===== config.mk =====
export PLATFORM = sky130hd
export DESIGN_NAME = immediate_generator
export DESIGN_NICKNAME = d
export VERILOG_FILES = /design/src/rv_isa_pkg.sv /design/src/immediate_generator.sv
export SDC_FILE = /design/constraint.sdc
export NUM_CORES = 1
export LEC_CHECK = 0
export BUFFER_PORTS_ARGS = -buffer_cell sky130_fd_sc_hd__buf_2
export CORE_UTILIZATION = 33
export DETAILED_ROUTE_END_ITERATION = 8
export PLACE_DENSITY_LB_ADDON = 0.08
export SETUP_SLACK_MARGIN = 0.1
export SLEW_MARGIN = 25
export SYNTH_ARGS = -nofsm -noshare
export SYNTH_HDL_FRONTEND = slang
export SYNTH_SLANG_ARGS = --single-unit

===== constraint.sdc =====
create_clock -name vclk -period 2.93
set_input_delay 0.293 -clock vclk [all_inputs]
set_output_delay 0.293 -clock vclk [all_outputs]
set_load 0.03 [all_outputs]

===== src/rv_isa_pkg.sv =====
/* rv32i subset isa definitions
   base word types, opcode and funct field encodings, ecall word */
`default_nettype none

package rv_isa_pkg;

  typedef logic [31:0] word_t;    // data or byte address
  typedef logic [31:0] instr_t;   // raw instruction word
  typedef logic [4:0]  reg_idx_t; // x0..x31

  // major opcodes, instr[6:0]
  localparam logic [6:0] OP_R      = 7'b0110011;
  localparam logic [6:0] OP_IMM    = 7'b0010011;
  localparam logic [6:0] OP_LOAD   = 7'b0000011;
  localparam logic [6:0] OP_STORE  = 7'b0100011;
  localparam logic [6:0] OP_BRANCH = 7'b1100011;
  localparam logic [6:0] OP_JAL    = 7'b1101111;
  localparam logic [6:0] OP_JALR   = 7'b1100111;
  localparam logic [6:0] OP_SYSTEM = 7'b1110011;

  // funct3 for alu ops, instr[14:12]
  localparam logic [2:0] F3_ADD = 3'b000; // add, sub, addi
  localparam logic [2:0] F3_SLL = 3'b001;
  localparam logic [2:0] F3_SLT = 3'b010;
  localparam logic [2:0] F3_XOR = 3'b100;
  localparam logic [2:0] F3_SRL = 3'b101;
  localparam logic [2:0] F3_OR  = 3'b110;
  localparam logic [2:0] F3_AND = 3'b111;

  // funct3 for branches
  localparam logic [2:0] F3_BEQ = 3'b000;
  localparam logic [2:0] F3_BNE = 3'b001;
  localparam logic [2:0] F3_BLT = 3'b100;
  localparam logic [2:0] F3_BGE = 3'b101;

  localparam logic [6:0] F7_ALT = 7'b0100000; // sub when opcode is OP_R

  localparam instr_t INSTR_ECALL = 32'h0000_0073; // halts the core

endpackage

`default_nettype wire


===== src/immediate_generator.sv =====
/* immediate generator
   picks I, S, B or J layout from the opcode and sign-extends to 32 bits */
`timescale 1ns/1ps
`default_nettype none

module immediate_generator (
  input  wire rv_isa_pkg::instr_t instr,
  output rv_isa_pkg::word_t       imm
);

  logic [6:0] opcode;
  logic       sign; // instr[31] in every format

  assign opcode = instr[6:0];
  assign sign   = instr[31];

  always_comb begin
    case (opcode)
      rv_isa_pkg::OP_IMM,
      rv_isa_pkg::OP_LOAD,
      rv_isa_pkg::OP_JALR: begin // I: [31:20]
        imm = {{20{sign}}, instr[31:20]};
      end
      rv_isa_pkg::OP_STORE: begin // S: split at rd position
        imm = {{20{sign}}, instr[31:25], instr[11:7]};
      end
      rv_isa_pkg::OP_BRANCH: begin // B: even offset, 13 bits
        imm = {{19{sign}}, sign, instr[7], instr[30:25], instr[11:8], 1'b0};
      end
      rv_isa_pkg::OP_JAL: begin // J: even offset, 21 bits
        imm = {{11{sign}}, sign, instr[19:12], instr[20], instr[30:21], 1'b0};
      end
      default: begin
        imm = '0; // r-type, system, unknown
      end
    endcase
  end

endmodule

`default_nettype wire


# Yosys cells after proc, flatten, opt, wreduce, memory -nomap -nowiden
# Index checks and enable logic that the tools add are counted.
# word_totals
wordCells	8
ff_bits	0
# op_classes
n_mux	1
eq_ne	6
reduce_logical	1
# ops
cell	count
32-bit one-hot mux with 4 select lines	1
7-bit == test (second input constant)	3
7-bit by 2-bit == test with 1-bit output (second input constant)	1
7-bit by 5-bit == test with 1-bit output (second input constant)	1
7-bit by 6-bit == test with 1-bit output (second input constant)	1
3-bit OR reduction	1

# Logic depth before layout (Yosys ltp)
# depth
word_depth	3
depth_mapped	5
depth_no_buf	3

# Worst setup path after synthesis
# Ideal clock, no wire load.
# synth_timing
path_type	input-to-output
from	in instr[6]
to	out imm[21]
slack_ns	-0.092
cell_stages	5
t_arrival_ns	2.729
path_cell_list	buf_6 or4_4 buf_6 a211oi_1 buf_4
# synth_between
elab_chain_len	3
# synth_lines
item	line	rtl
from (decl)	immediate_generator.sv:7	input wire rv_isa_pkg::instr_t instr,
7-bit by 5-bit == test with 1-bit output (tied with other cells)	immediate_generator.sv:18	case (opcode)
3-bit OR reduction	immediate_generator.sv:18	
32-bit one-hot mux with 4 select lines (*)	immediate_generator.sv:18	
to (decl)	immediate_generator.sv:8	output rv_isa_pkg::word_t imm
# Every way passes the cells marked *; elsewhere a longest branch is shown, timed or not.

# Final worst setup path
# layout_timing
from	in instr[2]
to	out imm[27]
# Same word-level chain as after synthesis.

==> results.py <==
metrics = {
    "status": {
        "status": "completed",
    },
    "clocking": {
        "cts_setup_buffers": 0,
        "hold_buffers": 0,
        "cts.repair.resized": 0,
    },
    "synth": {
        "syn_inst": 61,
        "syn-num-nets": 93,
        "yosys.area.top_type": "buf_4",
        "synth_area_leaders": "buf_4 (18%), a21o_1 (14%), a211oi_1 (11%)",
        "yosysSeqAreaShare_pct": 0,
        "ys_warn_count": 0,
        "syn-cell-area_sq_um": 472,
        "syn_avg_cell_area_sq_um": 7.73,
        "synth.distinct_cells": 25,
        "synth_top_area_share_pct": 17.5,
        "synth.top_cells.by_count": "buf_4 (11), a21o_1 (9), inv_1 (8)",
        "yosysMostFrequentCell": "buf_4",
    },
    "floorplan": {
        "floorplan.die.width_um": 39.8,
        "dieArea_sq_mm": 0.00158,
        "core_area_sq_mm": 0.00132,
        "die_h_um": 39.8,
        "initial_utilization_pct": 35.8,
        "ioPinCount": 64,
        "std_cell_rows": 13,
    },
    "placed_design": {
        "post_dp_cell_area_sq_um": 706,
        "place.gp.congestion": 0.637,
        "portBuffers": 64,
        "dp_slack_ns": 0.783,
        "dp_hpwl_um": 1050,
    },
    "final_layout": {
        "post-route-cell-area_sq_um": 706,
        "final_nets": 145,
        "seq_cell_count": 0,
        "clockBufferCount": 0,
        "seqCellArea_sq_um": 0,
        "drive_above_1_share_pct": 68.5,
        "antennaDiodeCount": 0,
        "syn_to_final_growth_pct": 49.6,
    },
    "detailed_routing": {
        "postRouteAntennaNets": 0,
        "wirelength_um": 1230,
        "drt_iter0_drc": 11,
        "avgViaCountPerCell": 4.90,
        "vias": 618,
        "remaining_drc_errors": 0,
        "dr.pass1.iters": 4,
        "wl_per_cell_um": 9.77,
    },
    "setup_path": {
        "worst-path-stages": 5,
        "cp.arrival_ns": 1.82,
        "critPathLaunchType": "primary input",
        "crit_type": "in2out",
        "worst_setup_path_end_kind": "output pin",
        "path_max_fanout": 12,
        "path_buf_inv": 2,
        "cp_slowest_stage_delay_ns": 0.51,
        "cp_top_family": "compound AO/OA/AOI/OAI gates",
        "crit_top_cell": "buf_2",
        "cp_cell_sequence": "buf_2, or2_2, a21o_1, a211oi_2, buf_2",
        "crit_start": "instr[2]",
        "endpoint": "imm[27]",
        "slowest_stage": "a211oi_2",
        "cp.required_ns": 2.64,
    },
    "pwr": {
        "power.internal_mw": 0.0293,
        "seqPwrFrac_pct": 0,
        "p_leak_nw": 0.492,
        "peakVddDrop_mv": 0.0587,
        "sw_frac_of_total_pct": 58.2,
        "cellPowerDensity_mw_per_mm2": 99.4,
        "p_clk_share_pct": 0,
        "combPwrFrac_pct": 100.0,
        "switchingPower_mw": 0.0408,
    },
    "sta": {
        "rsz0062_at_grt": "false",
        "min_period_ns": 2.11,
        "setup_viol": 0,
        "max_freq_mhz": 474,
        "finalHoldViolations": 0,
        "worst_slack_ns": 0.821,
        "tightest_slew_ns": 0.518,
        "fin_crit_sh_pct": 72.0,
        "relSlewSlack_pct": 65.2,
        "tns_ns": 0,
        "report.final.slew_viol_count": 0,
    },
    "global_routing": {
        "track_usage_pct": 14.4,
        "grt_max_degree": 13,
        "grt_antenna_before_repair": 0,
        "grt_overflow": 0,
        "grt_pass1_wl_um": 1680,
        "grt_pass1_vias": 409,
    },
    "hold_path": {
        "hold_path.startpoint": "instr[27]",
        "hp-class": "in2out",
    },
    "flow_run": {
        "maxCapViolations": 0,
    },
}
[final cells by class]
cell class	count	area, sq um
repair buffers	64	320
multi-input cells	39	337
well taps	15	18.8
inverters	8	30.0
fillers	131	612
[worst min path at each step]
stage,to,slack (ns),cells after the start
2_1_floorplan,imm[10],0.74,2
3_3_place_gp,imm[5],0.93,4
3_5_place_dp,imm[7],0.93,4
4_1_cts,imm[7],0.93,4
5_1_grt,imm[6],0.94,4
6_report,imm[7],0.92,4
[cells by family after synthesis]
kind of cell | share of synthesized area (%)
multiplexers | 4.51
buffers and inverters | 29.7
AO/OA/AOI/OAI | 48.5
AND/OR/NAND/NOR | 17.2
[stage by stage]
step / hold WS, ns / power, mW / utilization (%) / instances
4_1_cts: 0.927 / 0.0707 / 53.6 / 126
2_1_floorplan: 0.741 / 0.0434 / - / 61
3_3_place_gp: 0.926 / 0.0695 / 53.6 / 126
5_1_grt: 0.935 / 0.0769 / 53.6 / 126
6_report: 0.923 / 0.0702 / 53.6 / 126
3_5_place_dp: 0.928 / 0.0705 / 53.6 / 126
[cell usage in the layout, fill, tap and decap left out, drive strengths merged]
| master | count |
|---|---|
| buf | 64 |
| a21o | 9 |
| inv | 8 |
| a211oi | 7 |
| a22o | 4 |
| nand2 | 2 |
| nor3 | 2 |
| a21oi | 2 |
| nand2b | 1 |
| or2 | 1 |
| nand4b | 1 |
| or3 | 1 |
| nand3b | 1 |
| a32o | 1 |
| nand3 | 1 |
| mux2 | 1 |
| a2111oi | 1 |
| mux2i | 1 |
| nor4 | 1 |
| a221o | 1 |
| or4 | 1 |
[routing by layer]
metal	global-route usage, %	share of wire, %	vias up
met5	0	0	-
met3	0	6.3	0
met2	24.2	50	29
met4	0	0	0
li1	-	-	318
met1	21.4	44	271
[power groups by stage]
stage	Clock, mW	Combinational, mW	Sequential (mW)
after floorplan	0	0.0434	0
after global placement	0	0.0695	0
after detailed placement	0	0.0705	0
after CTS	0	0.0707	0
after global routing	0	0.0769	0
final	0	0.0702	0
No activity file was read; power rests on OpenSTA's default activity.
