### src/rv_isa_pkg.sv
/* rv32i subset isa definitions
   base word types, opcode and funct field encodings, ecall word */
`default_nettype none

package rv_isa_pkg;

  typedef logic [31:0] word_t;    // data or byte address
  typedef logic [31:0] instr_t;   // raw instruction word
  typedef logic [4:0]  reg_idx_t; // x0..x31

  // major opcodes, instr[6:0]
  localparam logic [6:0] OP_R      = 7'b0110011;
  localparam logic [6:0] OP_IMM    = 7'b0010011;
  localparam logic [6:0] OP_LOAD   = 7'b0000011;
  localparam logic [6:0] OP_STORE  = 7'b0100011;
  localparam logic [6:0] OP_BRANCH = 7'b1100011;
  localparam logic [6:0] OP_JAL    = 7'b1101111;
  localparam logic [6:0] OP_JALR   = 7'b1100111;
  localparam logic [6:0] OP_SYSTEM = 7'b1110011;

  // funct3 for alu ops, instr[14:12]
  localparam logic [2:0] F3_ADD = 3'b000; // add, sub, addi
  localparam logic [2:0] F3_SLL = 3'b001;
  localparam logic [2:0] F3_SLT = 3'b010;
  localparam logic [2:0] F3_XOR = 3'b100;
  localparam logic [2:0] F3_SRL = 3'b101;
  localparam logic [2:0] F3_OR  = 3'b110;
  localparam logic [2:0] F3_AND = 3'b111;

  // funct3 for branches
  localparam logic [2:0] F3_BEQ = 3'b000;
  localparam logic [2:0] F3_BNE = 3'b001;
  localparam logic [2:0] F3_BLT = 3'b100;
  localparam logic [2:0] F3_BGE = 3'b101;

  localparam logic [6:0] F7_ALT = 7'b0100000; // sub when opcode is OP_R

  localparam instr_t INSTR_ECALL = 32'h0000_0073; // halts the core

endpackage

`default_nettype wire

### src/data_memory.sv
/* data memory
   word array, async read, sync write, zeroed while reset is high */
`timescale 1ns/1ps
`default_nettype none

module data_memory #(
  parameter int DMEM_WORDS = 64
) (
  input  wire logic              clk,
  input  wire logic              reset,
  input  wire rv_isa_pkg::word_t addr,         // byte address from alu
  input  wire rv_isa_pkg::word_t wdata,        // rs2 for sw
  input  wire logic              write_enable,
  output rv_isa_pkg::word_t      rdata
);

  localparam int AW = $clog2(DMEM_WORDS);

  rv_isa_pkg::word_t mem [0:DMEM_WORDS-1];
  logic [AW-1:0]     idx; // word index, wraps modulo depth

  assign idx   = addr[AW+1:2];
  assign rdata = mem[idx];

  always_ff @(posedge clk) begin
    if (reset) begin
      for (int i = 0; i < DMEM_WORDS; i++) begin
        mem[i] <= '0;
      end
    end else if (write_enable) begin
      mem[idx] <= wdata;
    end
  end

endmodule

`default_nettype wire

### config.mk
export PLATFORM = sky130hd
export DESIGN_NAME = data_memory
export DESIGN_NICKNAME = d
export VERILOG_FILES = /design/src/rv_isa_pkg.sv /design/src/data_memory.sv
export SDC_FILE = /design/constraint.sdc
export NUM_CORES = 2
export LEC_CHECK = 0
export BUFFER_PORTS_ARGS = -buffer_cell sky130_fd_sc_hd__buf_2
export CAP_MARGIN = 10
export CORE_ASPECT_RATIO = 1.4
export CORE_MARGIN = 5
export CORE_UTILIZATION = 50
export DETAILED_ROUTE_END_ITERATION = 12
export PLACE_DENSITY = 0.65
export SKIP_LAST_GASP = 1
export SLEW_MARGIN = 20
export SYNTH_ARGS = -nofsm -noshare
export SYNTH_HDL_FRONTEND = slang
export SYNTH_SLANG_ARGS = --single-unit
### constraint.sdc
create_clock -name clk -period 3.67 [get_ports clk]
set_clock_uncertainty 0.15 [all_clocks]
set_input_delay 0.367 -clock clk [delete_from_list [all_inputs] [get_ports clk]]
set_output_delay 0.367 -clock clk [all_outputs]
set_load 0.02 [all_outputs]
Word-level counts from Yosys, hierarchy flattened
Memory sizes are Yosys's and may differ from the RTL's.
Index checks and enable logic that the tools add are counted.
- RAM bits: 2048
- memories kept: 1
- output and inout bits: 32
- bits of input ports: 67
- logic and storage cells: 10
- bits in registers: 0
- memories (name ; depth ; width ; read ports ; clocked after Yosys merged registers in ; write ports ; RTL line ; RTL):
    mem ; 64 ; 32 ; 1 ; 0 ; 64 ; data_memory.sv:19 ; rv_isa_pkg::word_t mem [0:DMEM_WORDS-1];
- mux-type cells: 8
- reductions and logical operators: 1
- operators by type and width (kind ; number):
    two-way mux 32 bit ; 1
    OR reduction 32 bit ; 1
    two-way mux 1 bit ; 6
    two-way mux 6 bit ; 1

Longest topological paths before layout
- depth in word-level cells: 5
- depth in mapped cells: 11
- gate-level depth less buffers: 6

Least setup slack after synthesis
OpenSTA, ideal clock, no wires.
- kind: input -> output
- from: input port addr[4]
- to: output port rdata[1]
- arrival: 2.304 ns
- data required time: 3.153 ns
- stages: 9
- slack: 0.849 ns
- path buffers: 5
- cell sequence: buf_6 > buf_6 > buf_6 > buf_2 > buf_1 > mux4_2 > mux2i_1 > o22ai_1 > or4_1
- word-level cells in the longest chain between the ends: 1
- RTL lines (what ; RTL line ; RTL):
    start: declaration ; data_memory.sv:11 ; input wire rv_isa_pkg::word_t addr,
    memory (64 x 32 bit) ; - ;
    end: declaration ; data_memory.sv:14 ; output rv_isa_pkg::word_t rdata
No other way between the ends.

Worst setup path after layout
- from: memory mem[52][15] (netlist name)
- to: output port rdata[15]
- word-level cells in the longest chain between the ends: 1
- RTL lines (what ; RTL line):
    start: declaration ; data_memory.sv:19
    memory (64 x 32 bit) ; -
No other way between the ends.

==> metrics.md <==
| Metric | Value |
|---|---|
| Crit-path max FO | 1 |
| Hold Path Cell Cnt | 3 |
| Fraction of registers with async set/reset | 0 |
| Die area | 0.194 mm^2 |
| Synth warn | 0 |
| Met1 WL | 108 mm |
| Rel. slew slack | 0.238 |
| Avg Vias per Cell | 6.33 |
| Syn Nets | 7037 |
| CTS Buf Count | 187 |
| Final wirelength | 308 mm |
| EDFF count, synth | 2048 |
| DR top layer | met5 |
| Starting Density | 0.501 |
| Post-DR wirelength/cell | 31.6 um |
| Sequential fraction of the synthesis area | 0.663 |
| First-pass GRT wire length | 437 mm |
| Routed Antenna Nets | 0 |
| Initial antenna violation count | 35 |
| Final setup viols | 5 |
| Startpoint types | flop |
| Outcome | complete, but fails checks |
| Peak supply drop | 0.520 mV |
| Final #Nets | 7184 |
| CTS Root Cell | clkbuf_16 |
| Vias in the first global route | 60900 |
| Synth unique cells | 57 |
| Dpl hpwl | 199 mm |
| Drt initial violations | 8158 |
| Final cycle utilization of the critical path | 1.01 |
| Max-cap check violation count | 0 |
| Aggregate global routing overflow | 0 |
| Gpl congestion | 0.990 |
| Most frequent cells in the layout | and2_1, edfxtp_1, buf_4 |
| Tot GR Track Use | 0.309 |
| Commonest non-fill, non-tap cell in the layout | and2_1 |
| Total negative slack | -0.171 ns |
| Met3 Wirelength | 31.1 mm |
| Max Buffers Root-to-Sink | 3 |
| Mean Syn Cell Area | 13.3 um^2 |
| CP Capture Type | output port |
| Final Hold Viols | 0 |
| RSZ-0062 raised after global routing | true |
| Layout cells sized above 1 | 0.193 |
| CTS tree | built |
| Area leader, netlist | edfxtp_1 |
| Via count | 61600 |
| CTS clk-pin slew, worst paths | 0.07 ns |
| Ys flop type | edfxtp_1 |
| Cell Pwr Density | 482 mW/mm^2 |
| Die Y | 520 um |
| Leakage Power | 37.4 nW |
| Failing checks | negative setup slack |
| Slew Limit Fails | 0 |
| Top Ports | 99 |
| Wire length on met2 | 146 mm |
| Hold Path Class | in2reg |
| Final worst slack | -0.0521 ns |
| Max reg flops | 2048 |
| Post-synth top area share | 0.663 |
| # port buffers | 72 |
| Critical path arrival | 3.21 ns |
| # H-tree levels | 4 |
| Crit path time final | 3.72 ns |
| Seq cells post-synth | 2048 |
| Worst-Margin Slew | 1.14 ns |
| Gate Count Post-Synth | 6970 |
| WP data required | 3.15 ns |
| Area growth, synth to finish | 14.7% |
| Clk sink count | 2048 |
| F_max | 269 MHz |
| Top reg by flops | mem |
| CP Class | reg2out |
| Rows | 187 |
| Post-Syn Area | 0.0928 mm^2 |
| Main area contributors after synthesis | edfxtp_1, and2_1, a22oi_1, a221oi_1, clkbuf_1 |
| Chip width | 374 um |
| Pin count of the biggest net entering global routing | 65 |
| DR pass1 iterations | 6 |
| Pre-CTS setup slack | -0.418 ns |
| Residual DRC | 0 |
| Core Region | 0.185 mm^2 |
| Biggest regs | mem x2048 |
[stage by stage]
step / hold slack, ns / utilization / instances / total power [mW] / instance area [um^2]
CTS: 0.0150 / 0.572 / 9718 / 51.2 / 106000
floorplan: 0.676 / - / 6970 / 29.8 / 92800
global placement: 0.642 / 0.538 / 9380 / 32.3 / 99500
global route: 0.0428 / 0.575 / 9720 / 52.5 / 106000
detailed placement: 0.649 / 0.538 / 9380 / 32.4 / 99500
finish: 0.0664 / 0.575 / 9738 / 51.3 / 106000
[area by class of cell]
type | instances | area (um^2)
antenna | 19 | 47.5
clock buffer | 243 | 5020
clock inverter | 91 | 756
fill | 14400 | 78600
inverter | 3 | 21.3
multi-input combinational | 4149 | 29200
sequential | 2048 | 61500
tap | 2457 | 3070
timing repair buffer | 728 | 6830
[final timing paths]
kind | slack (ns) | end | start
max | -0.05 | rdata[15] | mem[52][15]
min | 0.07 | mem[56][25] | wdata[25]
[report_power, final]
part           switching, mW  internal [mW]  total, mW  leakage, nW
clock                   8.67           10.4       19.0         2.80
sequential             0.352           26.9       27.2         19.5
combinational           3.35           1.63       4.98         15.1
total                   12.4           38.9       51.3         37.4
[layer usage]
metal	GRT usage	up-vias
li1	-	26000
met1	0.382	31100
met2	0.497	3637
met3	0.0632	865
met4	0.203	14
met5	0	-
[cell usage after synthesis (all sizes together) (4+ instances only)]
master,instances
clkbuf,566
nand2,80
nand3,7
or3,16
a31oi,8
a21oi,136
nor2,198
mux2i,152
edfxtp,2048
mux4,34
a221oi,293
o2bb2ai,4
o22ai,162
and2,2051
mux2,101
o211ai,40
nand2b,4
o21ai,172
and3,5
nor4,16
o221ai,18
nor3,43
or4,16
or2,83
nor2b,6
a22o,21
buf,204
o31ai,13
a22oi,374
a221o,41
a211oi,26
[critical path, stage by stage (launching register included)]
cell      delay, ns
edfxtp_1       0.39
a22oi_2        0.25
o22ai_4        0.16
nor4_4         0.43
o211ai_1       0.31
buf_4          0.24
or3_4          0.43
buf_6          0.16
[repair_timing]
| action | in CTS | in global routing |
|---|---|---|
| hold endpoints to repair | 56 | 0 |
| cloned | 1 | 2 |
| setup endpoints to repair | 28 | 29 |
| buffers inserted | 0 | 1 |
| pin swaps | 26 | 27 |
| resized for setup | 120 | 90 |
| hold buffers | 7 | 0 |
[logic make-up (layout without fill, tap and decap cells)]
family | after synthesis | count (layout) | synth area share
compound gates | 1326 | 1326 | 0.103
buf+inv | 773 | 1065 | 0.0341
flops | 2048 | 2048 | 0.663
mux | 287 | 287 | 0.0369
other cells | 0 | 19 | 0
simple gates | 2536 | 2536 | 0.164
No activity file was read; power rests on OpenSTA's default activity.
