## config.mk

```make
export PLATFORM = sky130hd
export DESIGN_NAME = register_file
export DESIGN_NICKNAME = d
export VERILOG_FILES = /design/src/rv_isa_pkg.sv /design/src/register_file.sv
export SDC_FILE = /design/constraint.sdc
export NUM_CORES = 2
export LEC_CHECK = 0
export CAP_MARGIN = 20
export CORE_AREA = 8 8 443 445
export CTS_CLUSTER_DIAMETER = 100
export DETAILED_ROUTE_END_ITERATION = 8
export DIE_AREA = 0 0 451 453
export DONT_BUFFER_PORTS = 1
export SLEW_MARGIN = 10
export SYNTH_ARGS = -nofsm -noshare
export SYNTH_HDL_FRONTEND = slang
export SYNTH_SLANG_ARGS = --single-unit
export TNS_END_PERCENT = 5
```

## constraint.sdc

```tcl
create_clock -name clk -period 3.25 [get_ports clk]
set_clock_uncertainty 0.05 [all_clocks]
set_input_delay 0.8125 -clock clk [delete_from_list [all_inputs] [get_ports clk]]
set_output_delay 0.8125 -clock clk [all_outputs]
set_load 0.05 [all_outputs]
```

## src/rv_isa_pkg.sv

```systemverilog
/* rv32i subset isa definitions
   base word types, opcode and funct field encodings, ecall word */
`default_nettype none

package rv_isa_pkg;

  typedef logic [31:0] word_t;    // data or byte address
  typedef logic [31:0] instr_t;   // raw instruction word
  typedef logic [4:0]  reg_idx_t; // x0..x31

  // major opcodes, instr[6:0]
  localparam logic [6:0] OP_R      = 7'b0110011;
  localparam logic [6:0] OP_IMM    = 7'b0010011;
  localparam logic [6:0] OP_LOAD   = 7'b0000011;
  localparam logic [6:0] OP_STORE  = 7'b0100011;
  localparam logic [6:0] OP_BRANCH = 7'b1100011;
  localparam logic [6:0] OP_JAL    = 7'b1101111;
  localparam logic [6:0] OP_JALR   = 7'b1100111;
  localparam logic [6:0] OP_SYSTEM = 7'b1110011;

  // funct3 for alu ops, instr[14:12]
  localparam logic [2:0] F3_ADD = 3'b000; // add, sub, addi
  localparam logic [2:0] F3_SLL = 3'b001;
  localparam logic [2:0] F3_SLT = 3'b010;
  localparam logic [2:0] F3_XOR = 3'b100;
  localparam logic [2:0] F3_SRL = 3'b101;
  localparam logic [2:0] F3_OR  = 3'b110;
  localparam logic [2:0] F3_AND = 3'b111;

  // funct3 for branches
  localparam logic [2:0] F3_BEQ = 3'b000;
  localparam logic [2:0] F3_BNE = 3'b001;
  localparam logic [2:0] F3_BLT = 3'b100;
  localparam logic [2:0] F3_BGE = 3'b101;

  localparam logic [6:0] F7_ALT = 7'b0100000; // sub when opcode is OP_R

  localparam instr_t INSTR_ECALL = 32'h0000_0073; // halts the core

endpackage

`default_nettype wire

```

## src/register_file.sv

```systemverilog
/* integer register file
   32 x 32, two async reads, one sync write, x0 reads zero */
`timescale 1ns/1ps
`default_nettype none

module register_file (
  input  wire logic                 clk,
  input  wire logic                 reset,
  input  wire rv_isa_pkg::reg_idx_t rs1,
  input  wire rv_isa_pkg::reg_idx_t rs2,
  input  wire rv_isa_pkg::reg_idx_t rd,
  input  wire rv_isa_pkg::word_t    rd_data,
  input  wire logic                 write_enable,
  output rv_isa_pkg::word_t         rs1_data,
  output rv_isa_pkg::word_t         rs2_data,
  output rv_isa_pkg::word_t         print_reg [0:31] // debug view of all regs
);

  rv_isa_pkg::word_t regs [0:31];

  assign rs1_data = (rs1 == 5'd0) ? '0 : regs[rs1]; // x0 hard zero
  assign rs2_data = (rs2 == 5'd0) ? '0 : regs[rs2];

  always_ff @(posedge clk) begin
    if (reset) begin
      for (int i = 0; i < 32; i++) begin
        regs[i] <= '0;
      end
    end else if (write_enable && rd != 5'd0) begin // x0 writes dropped
      regs[rd] <= rd_data;
    end
  end

  assign print_reg[0] = '0;
  for (genvar g = 1; g < 32; g++) begin : g_print
    assign print_reg[g] = regs[g];
  end

endmodule

`default_nettype wire

```

Yosys cells after proc, flatten, opt, wreduce, memory -nomap -nowiden:

Memory sizes are Yosys's and may differ from the RTL's.
Index checks and enable logic that the tools add are counted.

* bits in writable memories: 1024
* flip-flop bits (word level): 0
* memories kept: 1
* output and inout port bits: 1088
* word-level logic and storage cells: 16
* input port bits: 50

* reductions and logical operators: 5
* multiplexer cells: 10

Memories
* regs: depth 32, bits a word 32, read ports 33, clocked after Yosys merged registers in 0, write ports 32, line register_file.sv:19 `rv_isa_pkg::word_t regs [0:31];`

Operators by type and width (number)
* 32-bit two-way mux: 3
* 32-bit OR reduction: 1
* 5-bit zero test: 2
* 1-bit two-way mux: 6
* 5-bit two-way mux: 1
* 5-bit nonzero test: 1
* 1-bit logical AND: 1

Depth between registers and ports, before layout:

* depth in word-level cells: 7
* gate-level depth with buffers: 9
* gate-level depth less buffers: 4

Worst setup path before layout:

Ideal clock, no wire load.

* path kind: in2out
* start: input port rs2[0]
* end: output port rs2_data[30]
* buffers on the path: 3
* arrival time: 4.144 ns
* data required time: 2.388 ns
* stages: 6
* path slack: -1.757 ns
* cell sequence: clkbuf_1 buf_6 buf_4 mux4_2 mux2i_1 a2111oi_0

* cells in the longest elaborated chain, start to end: 2
* elaborated cells on any way between the ends: 3
* those cells by class: mux: 1; reduce/logical: 1; memory: 1

RTL lines
* start: declaration: line register_file.sv:10 `input wire rv_isa_pkg::reg_idx_t rs2,`
* memory 32 x 32 bit / 5-bit zero test (equally long branches)
* 32-bit two-way mux *: line register_file.sv:22 `assign rs2_data = (rs2 == 5'd0) ? '0 : regs[rs2];`
* end: declaration: line register_file.sv:15 `output rv_isa_pkg::word_t rs2_data,`

Mark *: on every way between the ends. The rest lies on a longest branch, timed or not.

Worst setup path in the final report:

* start: input port rs2[0]
* end: output port rs2_data[20]

The elaborated chain is that of the path after synthesis.

==> summary.log <==
[critical_path] CP Cell Sequence mux4_2, a22o_4, a2111oi_4, buf_4, nor3_2, buf_6
[sta] max-slew violations 0
[layout] commonest non-fill, non-tap cell in the layout buf_4
[route] antenna-violating nets left 0
[critical_path] Worst Setup End Kind primary output
[clock_tree] H-tree depth 3
[layout] register area 30700 µm²
[sta] sum of negative setup slack -39.87 ns
[clock_tree] sinks on the clock net 1024
[route] total routed wirelength 306000 µm
[global_route] pin count of the biggest net entering global routing 310
[pwr] worst ir drop on vdd 0.000472 V
[critical_path] Critical Path Start Type input port
[critical_path] Critical Setup Path Class in2out
[clock_tree] clock slew at reported path FFs 0.06 ns
[route] final routed wire length divided by cell count 41.8 µm
[layout] synthesis-to-layout area growth 35.0%
[global_route] overall global routing resource usage 28.7%
[synth] async set or reset register ratio after synthesis 0%
[synth] count of distinct cell types in the synthesized netlist 42
[critical_path] worst-path maximum fanout 309
[layout] Layout Nets 4736
[global_route] GR Overflow Total 0
[floorplanning] area of the die 204000 µm²
[synth] post-synthesis cell area 54500 µm²
[global_route] initial antenna violation count 19
[layout] fill cell total of the finished layout 17606
[layout] registers with the most flip-flops regs: 1024 flops
[critical_path] worst path arrival time 3.41 ns
[clock_tree] root buffer selected by CTS clkbuf_16
[status] violations in the final reports setup timing
[clock_tree] Longest Clk Path Bufs 3
[critical_path] required time reported for the critical path endpoint 2.39 ns
[placement] count of input and output buffers 0
[sta] achievable clock frequency 234 MHz
[global_route] global-route wire length before repair 399000 µm
[route] DR DRC count 0
[route] detailed-route vias per instance 5.76
[synth] number of synthesized flops with an enable pin 1024
[pwr] static leakage 0.0273 µW
[floorplanning] Core Box Area 189000 µm²
[synth] Avg Inst Size Synth 15.4 µm²
[job] Max Cap Violations 0
[synth] most frequently used flop master after synthesis edfxtp_1
[sta] Final min period 4.28 ns
[route] number of design-rule violations left by the first detailed-router iteration 5738
[clock_tree] number of hold buffers added after cts 0
[layout] commonest cells after routing, fill and taps aside 1218 x buf_4, 1024 x edfxtp_1, 994 x and2_1
[route] total number of vias 42086
[layout] max reg flops 1024
[critical_path] standard cell with the maximum stage delay on the critical path mux4_2
[synth] post-synthesis sequential area ratio 56.4%
[floorplanning] overall die height 453 µm
[worst_hold_path] Hold WC Path Type in2reg
[sta] fin crit share 132%
[synth] number of storage elements in the synthesis netlist 1024
[sta] Slew HR 16.2%
[synth] number of instances in the synthesized netlist 3534
[placement] placed wire-length estimate after detailed placement 219000 µm
[placement] Routability Congestion 0.948
[sta] count of endpoints failing setup in the final report 64
[clock_tree] number of buffers inserted during clock tree synthesis 116
[route] detailed-router iteration count before antenna repair 7
[critical_path] CP peak stage delay 0.91 ns
[global_route] vias in the first global route 41075
[synth] Warnings, synthesis 0
[floorplanning] number of top-level pins 1138
[layout] footprint of the multi-input gates 24000 µm²
[sta] Fin. Hold Viols 0
[sta] transition time at the pin with the least slew margin 1.26 ns
[pwr] Power per Cell Area 518 nW/µm²
[floorplanning] floorplan die width 451 µm
[sta] unrepaired setup endpoints after global routing true
[floorplanning] Initial Utilization 28.8%
[floorplanning] FP Rows 160
[layout] register name with the most flops regs
[sta] Setup WS post-layout -1.03 ns
[clock_tree] CTS tree done
[placement] DP Worst Slack -1.30 ns
[status] result of the run complete, but fails checks
[layout] fraction of final layout cells with drive strength greater than 1 48.4%
==> per-stage QoR <==
step                hold WS, ns  cells  total power [µW]  area (µm²)  utilization, %
finish                    0.120   7304             38100       73500            38.9
global placement          0.905   7063             25000       68300            36.1
global route             0.0722   7291             38900       73500            38.9
floorplan                 0.961   3597             21500       55300               -
CTS                      0.0340   7290             38200       73300            38.7
detailed placement        0.905   7066             25000       68300            36.1
==> kinds of logic (layout without fill, tap and decap cells) <==
| kind of cell | Yosys count | count (layout) | share of synthesized area (%) |
|---|---|---|---|
| AO/OA/AOI/OAI | 259 | 259 | 3.64 |
| buffers and inverters | 421 | 1603 | 3.74 |
| flip-flops | 1024 | 1024 | 56.4 |
| multiplexers | 652 | 652 | 22.9 |
| other | 1 | 78 | 0.00688 |
| AND/OR/NAND/NOR | 1177 | 1177 | 13.3 |
==> per-layer routing <==
layer  vias up  wire, µm  track usage, %
li1      15964         -               -
met1     21849    103000            33.1
met2      3523    146000            47.6
met3       746     34700            8.62
met4         4     22000            16.3
met5         -        25               0
==> cell type report <==
class	count	area share (%)
antenna	14	0.0476
multi-input combinational	2152	32.6
clock buffer	138	4.15
clock inverter	73	0.776
tap	2511	4.27
sequential	1024	41.8
inverter	2	0.0102
timing repair buffer	1390	16.3
==> report_power, final <==
group / leakage [µW] / internal [µW] / switching (µW) / total, µW
logic: 0.0158 / 3230 / 6020 / 9250
registers: 0.00975 / 15300 / 602 / 15900
clock network: 0.00176 / 7140 / 5830 / 13000
==> final timing paths <==
check	startpoint	endpoint	slack, ns	cells past startpoint
worst max-delay path	rs2[0]	rs2_data[20]	-1.03	6
worst min-delay path	reset	regs[0][24]	0.12	0
==> synthesized netlist by cell type (all sizes together), types with 5 or more instances <==
| library cell | instances | area [µm²] |
|---|---|---|
| edfxtp | 1024 | 30700 |
| and2 | 995 | 6220 |
| mux4 | 472 | 10600 |
| clkbuf | 272 | 1020 |
| mux2i | 150 | 1500 |
| buf | 147 | 1010 |
| o22ai | 103 | 644 |
| a2111oi | 55 | 533 |
| nor3 | 54 | 270 |
| a22o | 51 | 447 |
| nor2 | 36 | 135 |
| or2 | 33 | 206 |
| mux2 | 30 | 338 |
| a22oi | 16 | 120 |
| nor2b | 14 | 87.6 |
| a21oi | 12 | 60.1 |
| a211oi | 7 | 52.6 |
| nand2 | 7 | 26.3 |
| nor4 | 6 | 37.5 |
| nand2b | 5 | 31.3 |
| nand3 | 5 | 25.0 |
| nand3b | 5 | 37.5 |
==> critical path, delay by kind of cell <==
kind	cells	cell delay (ns)
multiplexers	1	0.91
AO/OA/AOI/OAI	2	0.73
buffers and inverters	2	0.34
AND/OR/NAND/NOR	1	0.04
==> what timing repair did <==
item	in CTS	in global routing
pin swaps	88	24
setup buffers	13	0
resized for setup	218	30
endpoints found under the setup margin	64	64
gates cloned	0	0
Note: power is estimated with default switching activity, not from simulation.
