===== src/rv_isa_pkg.sv =====
/* rv32i subset isa definitions
   base word types, opcode and funct field encodings, ecall word */
`default_nettype none

package rv_isa_pkg;

  typedef logic [31:0] word_t;    // data or byte address
  typedef logic [31:0] instr_t;   // raw instruction word
  typedef logic [4:0]  reg_idx_t; // x0..x31

  // major opcodes, instr[6:0]
  localparam logic [6:0] OP_R      = 7'b0110011;
  localparam logic [6:0] OP_IMM    = 7'b0010011;
  localparam logic [6:0] OP_LOAD   = 7'b0000011;
  localparam logic [6:0] OP_STORE  = 7'b0100011;
  localparam logic [6:0] OP_BRANCH = 7'b1100011;
  localparam logic [6:0] OP_JAL    = 7'b1101111;
  localparam logic [6:0] OP_JALR   = 7'b1100111;
  localparam logic [6:0] OP_SYSTEM = 7'b1110011;

  // funct3 for alu ops, instr[14:12]
  localparam logic [2:0] F3_ADD = 3'b000; // add, sub, addi
  localparam logic [2:0] F3_SLL = 3'b001;
  localparam logic [2:0] F3_SLT = 3'b010;
  localparam logic [2:0] F3_XOR = 3'b100;
  localparam logic [2:0] F3_SRL = 3'b101;
  localparam logic [2:0] F3_OR  = 3'b110;
  localparam logic [2:0] F3_AND = 3'b111;

  // funct3 for branches
  localparam logic [2:0] F3_BEQ = 3'b000;
  localparam logic [2:0] F3_BNE = 3'b001;
  localparam logic [2:0] F3_BLT = 3'b100;
  localparam logic [2:0] F3_BGE = 3'b101;

  localparam logic [6:0] F7_ALT = 7'b0100000; // sub when opcode is OP_R

  localparam instr_t INSTR_ECALL = 32'h0000_0073; // halts the core

endpackage

`default_nettype wire


===== src/pc_unit.sv =====
/* program counter unit
   holds pc, forms pc+4 and pc+imm, picks the next pc */
`timescale 1ns/1ps
`default_nettype none

module pc_unit (
  input  wire logic              clk,
  input  wire logic              reset,
  input  wire logic              hold,        // freeze on halt
  input  wire logic              take_target, // jal or taken branch
  input  wire logic              jalr,
  input  wire rv_isa_pkg::word_t imm,
  input  wire rv_isa_pkg::word_t jalr_target, // rs1 + imm from alu
  output rv_isa_pkg::word_t      pc,
  output rv_isa_pkg::word_t      pc_plus4
);

  rv_isa_pkg::word_t pc_target; // branch / jal destination
  rv_isa_pkg::word_t next_pc;

  assign pc_plus4  = pc + 32'd4;
  assign pc_target = pc + imm;

  // jalr wins, then pc-relative target, else fall through
  always_comb begin
    if (jalr) begin
      next_pc = {jalr_target[31:1], 1'b0}; // lsb cleared per isa
    end else if (take_target) begin
      next_pc = pc_target;
    end else begin
      next_pc = pc_plus4;
    end
  end

  always_ff @(posedge clk) begin
    if (reset) begin
      pc <= '0;
    end else if (!hold) begin
      pc <= next_pc;
    end
  end

endmodule

`default_nettype wire


===== config.mk =====
export PLATFORM = sky130hd
export DESIGN_NAME = pc_unit
export DESIGN_NICKNAME = d
export VERILOG_FILES = /design/src/rv_isa_pkg.sv /design/src/pc_unit.sv
export SDC_FILE = /design/constraint.sdc
export NUM_CORES = 1
export LEC_CHECK = 0
export BUFFER_PORTS_ARGS = -buffer_cell sky130_fd_sc_hd__buf_4
export CAP_MARGIN = 25
export CORE_ASPECT_RATIO = 0.7
export CORE_MARGIN = 5
export CORE_UTILIZATION = 53
export CTS_CLUSTER_DIAMETER = 120
export DETAILED_ROUTE_END_ITERATION = 8
export PLACE_DENSITY = 0.85
export SYNTH_ARGS = -nofsm -noshare
export SYNTH_HDL_FRONTEND = slang
export SYNTH_SLANG_ARGS = --single-unit

===== constraint.sdc =====
create_clock -name clk -period 2.6 [get_ports clk]
set_input_delay 0.26 -clock clk [delete_from_list [all_inputs] [get_ports clk]]
set_output_delay 0.26 -clock clk [all_outputs]
set_load 0.005 [all_outputs]

### Word-level counts from Yosys, hierarchy flattened

Cells that the tools add are included.

| cells by class | value |
|---|---|
| add/sub/neg operators | 2 |
| div/mod/pow operators | 0 |
| magnitude comparators | 0 |
| eq/ne operators | 0 |
| multiply operators | 0 |
| shift operators | 0 |
| bitwise operators | 0 |
| muxes and demuxes | 2 |
| reductions and logical operators | 0 |

Operators by type and width:

| kind | count |
|---|---|
| 32-bit two-way mux | 2 |
| 32-bit by 3-bit adder with 32-bit output (second input constant) | 1 |
| 32-bit adder | 1 |

| storage, ports and cells | value |
|---|---|
| memories | 0 |
| input port bits | 69 |
| bits in latches | 0 |
| logic and storage cells | 5 |
| memory bits (read-only) | 0 |
| bits in registers | 32 |
| RAM bits | 0 |

### Logic depth before layout (Yosys ltp)

| logic depth | value |
|---|---|
| depth in word-level cells | 3 |
| gate-level depth with buffers | 11 |
| mapped depth without buffers | 11 |

### Least setup slack after synthesis

OpenSTA, ideal clock, no wires.

| timing | value |
|---|---|
| kind | register to register |
| from | reg pc[9] |
| to | reg pc[29] |
| buffers on the path | 1 |
| arrival time | 2,320 ps |
| setup slack | 195 ps |
| cell stages (with the launch flop) | 11 |
| cell sequence | dfxtp_1 > ha_1 > buf_2 > and3_1 > a221o_1 > a21oi_1 > o21ai_2 > a31oi_1 > o31ai_1 > xnor2_1 > a211oi_1 |

| on the way | value |
|---|---|
| cells in the longest elaborated chain, start to end | 3 |
| elaborated cells on any way between the ends | 4 |
| those cells by class | 2 x add/sub; 2 x mux |

RTL lines:

| item | line | RTL |
|---|---|---|
| start, declared | pc_unit.sv:14 | `output rv_isa_pkg::word_t pc,` |
| start signal, assigned | pc_unit.sv:39 | `pc <= next_pc;` |
| 32-bit by 3-bit adder with 32-bit output or 32-bit adder (tied branches) | pc_unit.sv:21, pc_unit.sv:22 |  |
| 32-bit two-way mux * | pc_unit.sv:28 | `end else if (take_target) begin` |
| 32-bit two-way mux * | pc_unit.sv:26 | `if (jalr) begin` |

Every way passes the cells marked *; elsewhere a longest branch is shown, timed or not.
A chain may end at the register's enable or synchronous reset.

### Final worst setup path

| timing | value |
|---|---|
| from | reg pc[2] |
| to | out pc_plus4[16] |

| on the way | value |
|---|---|
| cells in the longest elaborated chain, start to end | 1 |

RTL lines:

| item | line | RTL |
|---|---|---|
| 32-bit by 3-bit adder with 32-bit output | pc_unit.sv:21 | `assign pc_plus4 = pc + 32'd4;` |
| end, declared | pc_unit.sv:15 | `output rv_isa_pkg::word_t pc_plus4` |

No other way between the ends.

==> results.py <==
metrics = {
    "power": {
        "seqPwrFrac_pct": 24.5,
        "max-vdd-ir-drop_mv": 0.333,
        "p_leak_nw": 2.83,
        "p_comb_share_pct": 53.7,
        "p_switching_mw": 0.988,
        "internal-power_mw": 1.40,
        "power.density_mw_per_mm2": 402,
        "clkPwrFrac_pct": 21.8,
        "switching_share_pct": 41.4,
    },
    "yosys": {
        "yosysSeqAreaShare_pct": 15.6,
        "syn_nets": 677,
        "ys.flop_type": "dfxtp_1",
        "yosysWarnings": 0,
        "synth_edf_count": 0,
        "synth-async-reset-ratio_pct": 0,
        "syn_area_per_cell_um2": 7.13,
        "synth_cells": 575,
        "syn_area_mm2": 0.00410,
        "synth.distinct_cells": 64,
        "ys_ff_latch": 32,
    },
    "global_routing": {
        "grt_max_degree": 24,
        "grt_antenna_before_repair": 1,
        "grt_pass1_wl_mm": 27.3,
        "grt_usage_pct": 36.1,
        "grt_pass1_vias": 5043,
        "overflow": 0,
    },
    "flow_run": {
        "max-cap-violations": 0,
    },
    "place": {
        "dp.cells": 838,
        "dp_hpwl_mm": 13.8,
        "port_buffers": 131,
        "gp_congestion": 1.02,
    },
    "clock_tree": {
        "htreeDepth": 2,
        "clkSinkCount": 32,
        "cts_buffers": 5,
        "clock_latency_ps": 310,
        "clockBufferDepth": 2,
        "path_clk_slew_ps": 80,
        "root_buffer": "clkbuf_8",
        "cts_tree": "yes",
    },
    "setup_path": {
        "start_kind": "flip-flop",
        "crit_arrival_ps": 2330,
        "required_ps": 2340,
        "r2r-end": "pc[27]$_SDFFE_PP0N_",
        "critPathKind": "flip-flop to output port",
        "cp-end-kind": "output port",
        "cpPeakStageDelay_ps": 380,
        "r2r_start": "pc[16]$_SDFFE_PP0N_",
        "worst_path_max_delay_cell": "dfxtp_1",
        "path_cells": "buf_6 -> ha_1 -> and4_1 -> and2_1 -> buf_12 -> nand3_2 -> buf_4 -> xnor2_1 -> buf_4",
        "reg2reg_depth": 10,
        "crit_path_max_fanout": 9,
        "crit_path_frequent_cell": "buf_4",
        "rrSetupSlack_ps": 20,
    },
    "final_layout": {
        "nets": 857,
        "top_register": "pc",
        "instances_no_fill": 854,
        "num_antenna_cells": 0,
        "largest_reg_flops": 32,
        "fillCellCount": 536,
        "multiInputGateArea_mm2": 0.00341,
        "drive_above_1_share_pct": 34.5,
        "top_regs": "pc (32)",
        "syn2layout_area_growth_pct": 44.8,
        "layout_common_cells": "buf_4, nand2_1, a21oi_1, nor2_1, o21ai_0",
        "seq_area_um2": 647,
        "layout_commonest_cell": "buf_4",
    },
    "die": {
        "fp.coreArea_mm2": 0.00742,
        "die_w_um": 115,
        "dieArea_mm2": 0.00962,
        "die_h_um": 83.6,
        "start_util_pct": 55.2,
        "row_count": 26,
        "io_pins": 133,
    },
    "detailed_routing": {
        "wl_mm": 18.8,
        "routed_via_density": 6.50,
        "drc": 0,
        "wl_per_cell_um": 22.0,
        "ant_nets": 0,
        "dr.first_iter.drc_count": 596,
        "vias": 5554,
        "drt_pass1_iterations": 6,
    },
    "timing": {
        "tightest_slew_ps": 552,
        "final_max_slew_viol_count": 0,
        "min_period_ps": 2590,
        "timing.hold.ws_ps": 256,
        "setup_tns_ps": 0,
        "finalHoldViolations": 0,
        "finalSetupViolations": 0,
        "period_share_pct": 99.7,
        "finClkSkew_ps": 14.2,
        "fmax_mhz": 386,
        "max_slew_margin_pct": 63.1,
    },
    "status": {
        "status": "finished, final reports clean",
    },
    "min_path": {
        "min_path_type": "input pin to flip-flop",
        "min_from": "jalr_target[8]",
        "whs_path_depth": 3,
        "hold_end": "pc[8]$_SDFFE_PP0N_",
    },
}
routing by layer:
metal,wire (um),track usage [%],share of wire (%),up-vias
met4,450,10.9,2.4,2
met5,32,0,0.17,-
met3,2950,11.0,16,51
met2,7660,50.1,41,447
met1,7710,52.6,41,2574
li1,-,-,-,2480
worst max path at each step:
stage	startpoint	endpoint	slack (ps)	cells after the start
after global placement	imm[0]	pc[28]$_SDFFE_PP0N_	-2	12
after floorplan	pc[9]$_SDFFE_PP0N_	pc[29]$_SDFFE_PP0N_	190	10
after detailed placement	imm[0]	pc[28]$_SDFFE_PP0N_	-110	12
after CTS	pc[0]$_SDFFE_PP0P_	pc[26]$_SDFFE_PP0N_	5	12
final	pc[2]$_SDFFE_PP0N_	pc_plus4[16]	7	9
after global routing	pc[2]$_SDFFE_PP0N_	pc_plus4[16]	-30	9
per-stage QoR:
| stage | power (mW) | setup slack [ps] | instance area, um2 | util, % |
|---|---|---|---|---|
| 2_1_floorplan | 1.23 | 195 | 4100 | - |
| 3_3_place_gp | 1.74 | -1.99 | 5570 | 75.1 |
| 3_5_place_dp | 1.76 | -115 | 5570 | 75.1 |
| 4_1_cts | 2.27 | 5.33 | 5690 | 76.8 |
| 5_1_grt | 2.48 | -30.1 | 5930 | 80.0 |
| 6_report | 2.39 | 7.23 | 5930 | 80.0 |
cells in the mapped netlist (2+ instances only):
cell	count	area [um2]
o32ai_1	2	17.5
buf_2	4	20.0
o21ai_0	36	180
o221ai_1	6	52.6
and4_1	5	43.8
and4_4	2	22.5
o211ai_1	3	22.5
o21ba_2	2	20.0
a21oi_1	58	290
nand3_1	14	70.1
ha_1	32	400
clkbuf_1	23	86.3
o21a_1	6	45.0
nor2b_1	4	25.0
and3_1	6	37.5
or3_1	5	31.3
o21bai_1	2	15.0
nor2_1	53	199
xor2_1	23	201
xnor2_1	29	254
o21ai_1	13	65.1
nor4_1	2	12.5
a22oi_1	9	67.6
o31ai_1	5	37.5
a211oi_1	9	67.6
nand3_2	2	20.0
o22ai_1	2	12.5
nand2_1	62	233
o2111ai_1	3	26.3
mux2i_1	6	60.1
inv_1	19	71.3
nor3_1	11	55.1
and2_1	2	12.5
nand4_1	17	106
a221o_1	2	20.0
a21o_1	18	135
a31oi_1	5	31.3
a221oi_1	8	70.1
buf_1	2	7.51
o2bb2ai_1	2	17.5
or2_2	3	18.8
buf_4	2	15.0
nand2b_1	4	25.0
dfxtp_1	32	641
critical path: cells and delay by family, from the launching register on:
kind	cells	cell delay (ps)
XOR/XNOR	1	260
adder cells (fa/ha/maj)	1	170
buffers and inverters	4	690
flip-flops	1	380
AND/OR/NAND/NOR	3	520
cells by family (layout without fill, tap and decap cells):
group / count (synthesis) / count (layout) / share of synthesized area [%]
compound gates: 203 / 203 / 32.2
flops: 32 / 32 / 15.6
simple gates: 196 / 196 / 23.7
fa+ha+maj: 33 / 33 / 10.3
mux: 6 / 6 / 1.47
xor+xnor: 53 / 53 / 11.5
buf+inv: 52 / 233 / 5.25
power by group through the flow:
stage          combinational [mW]  clock [mW]  sequential [mW]
2_1_floorplan               0.621           0            0.612
3_3_place_gp                 1.15           0            0.586
3_5_place_dp                 1.17           0            0.589
4_1_cts                      1.19       0.506            0.578
5_1_grt                      1.36       0.531            0.587
6_report                     1.28       0.521            0.584
repair_timing:
item / CTS / global route
setup endpoints to repair: 4 / 17
hold buffers: 0 / 0
buffers inserted: 0 / 8
pin swaps: 1 / 12
gates resized for setup: 3 / 38
final cells by class:
cell class / instances / area share (%)
repair buffers: 205 / 26.4
well taps: 98 / 2.07
inverters: 20 / 1.27
flip-flops and latches: 32 / 10.9
multi-input cells: 491 / 57.5
clock inverters: 2 / 0.590
clock buffers: 6 / 1.22
No activity file was read; power rests on OpenSTA's default activity.
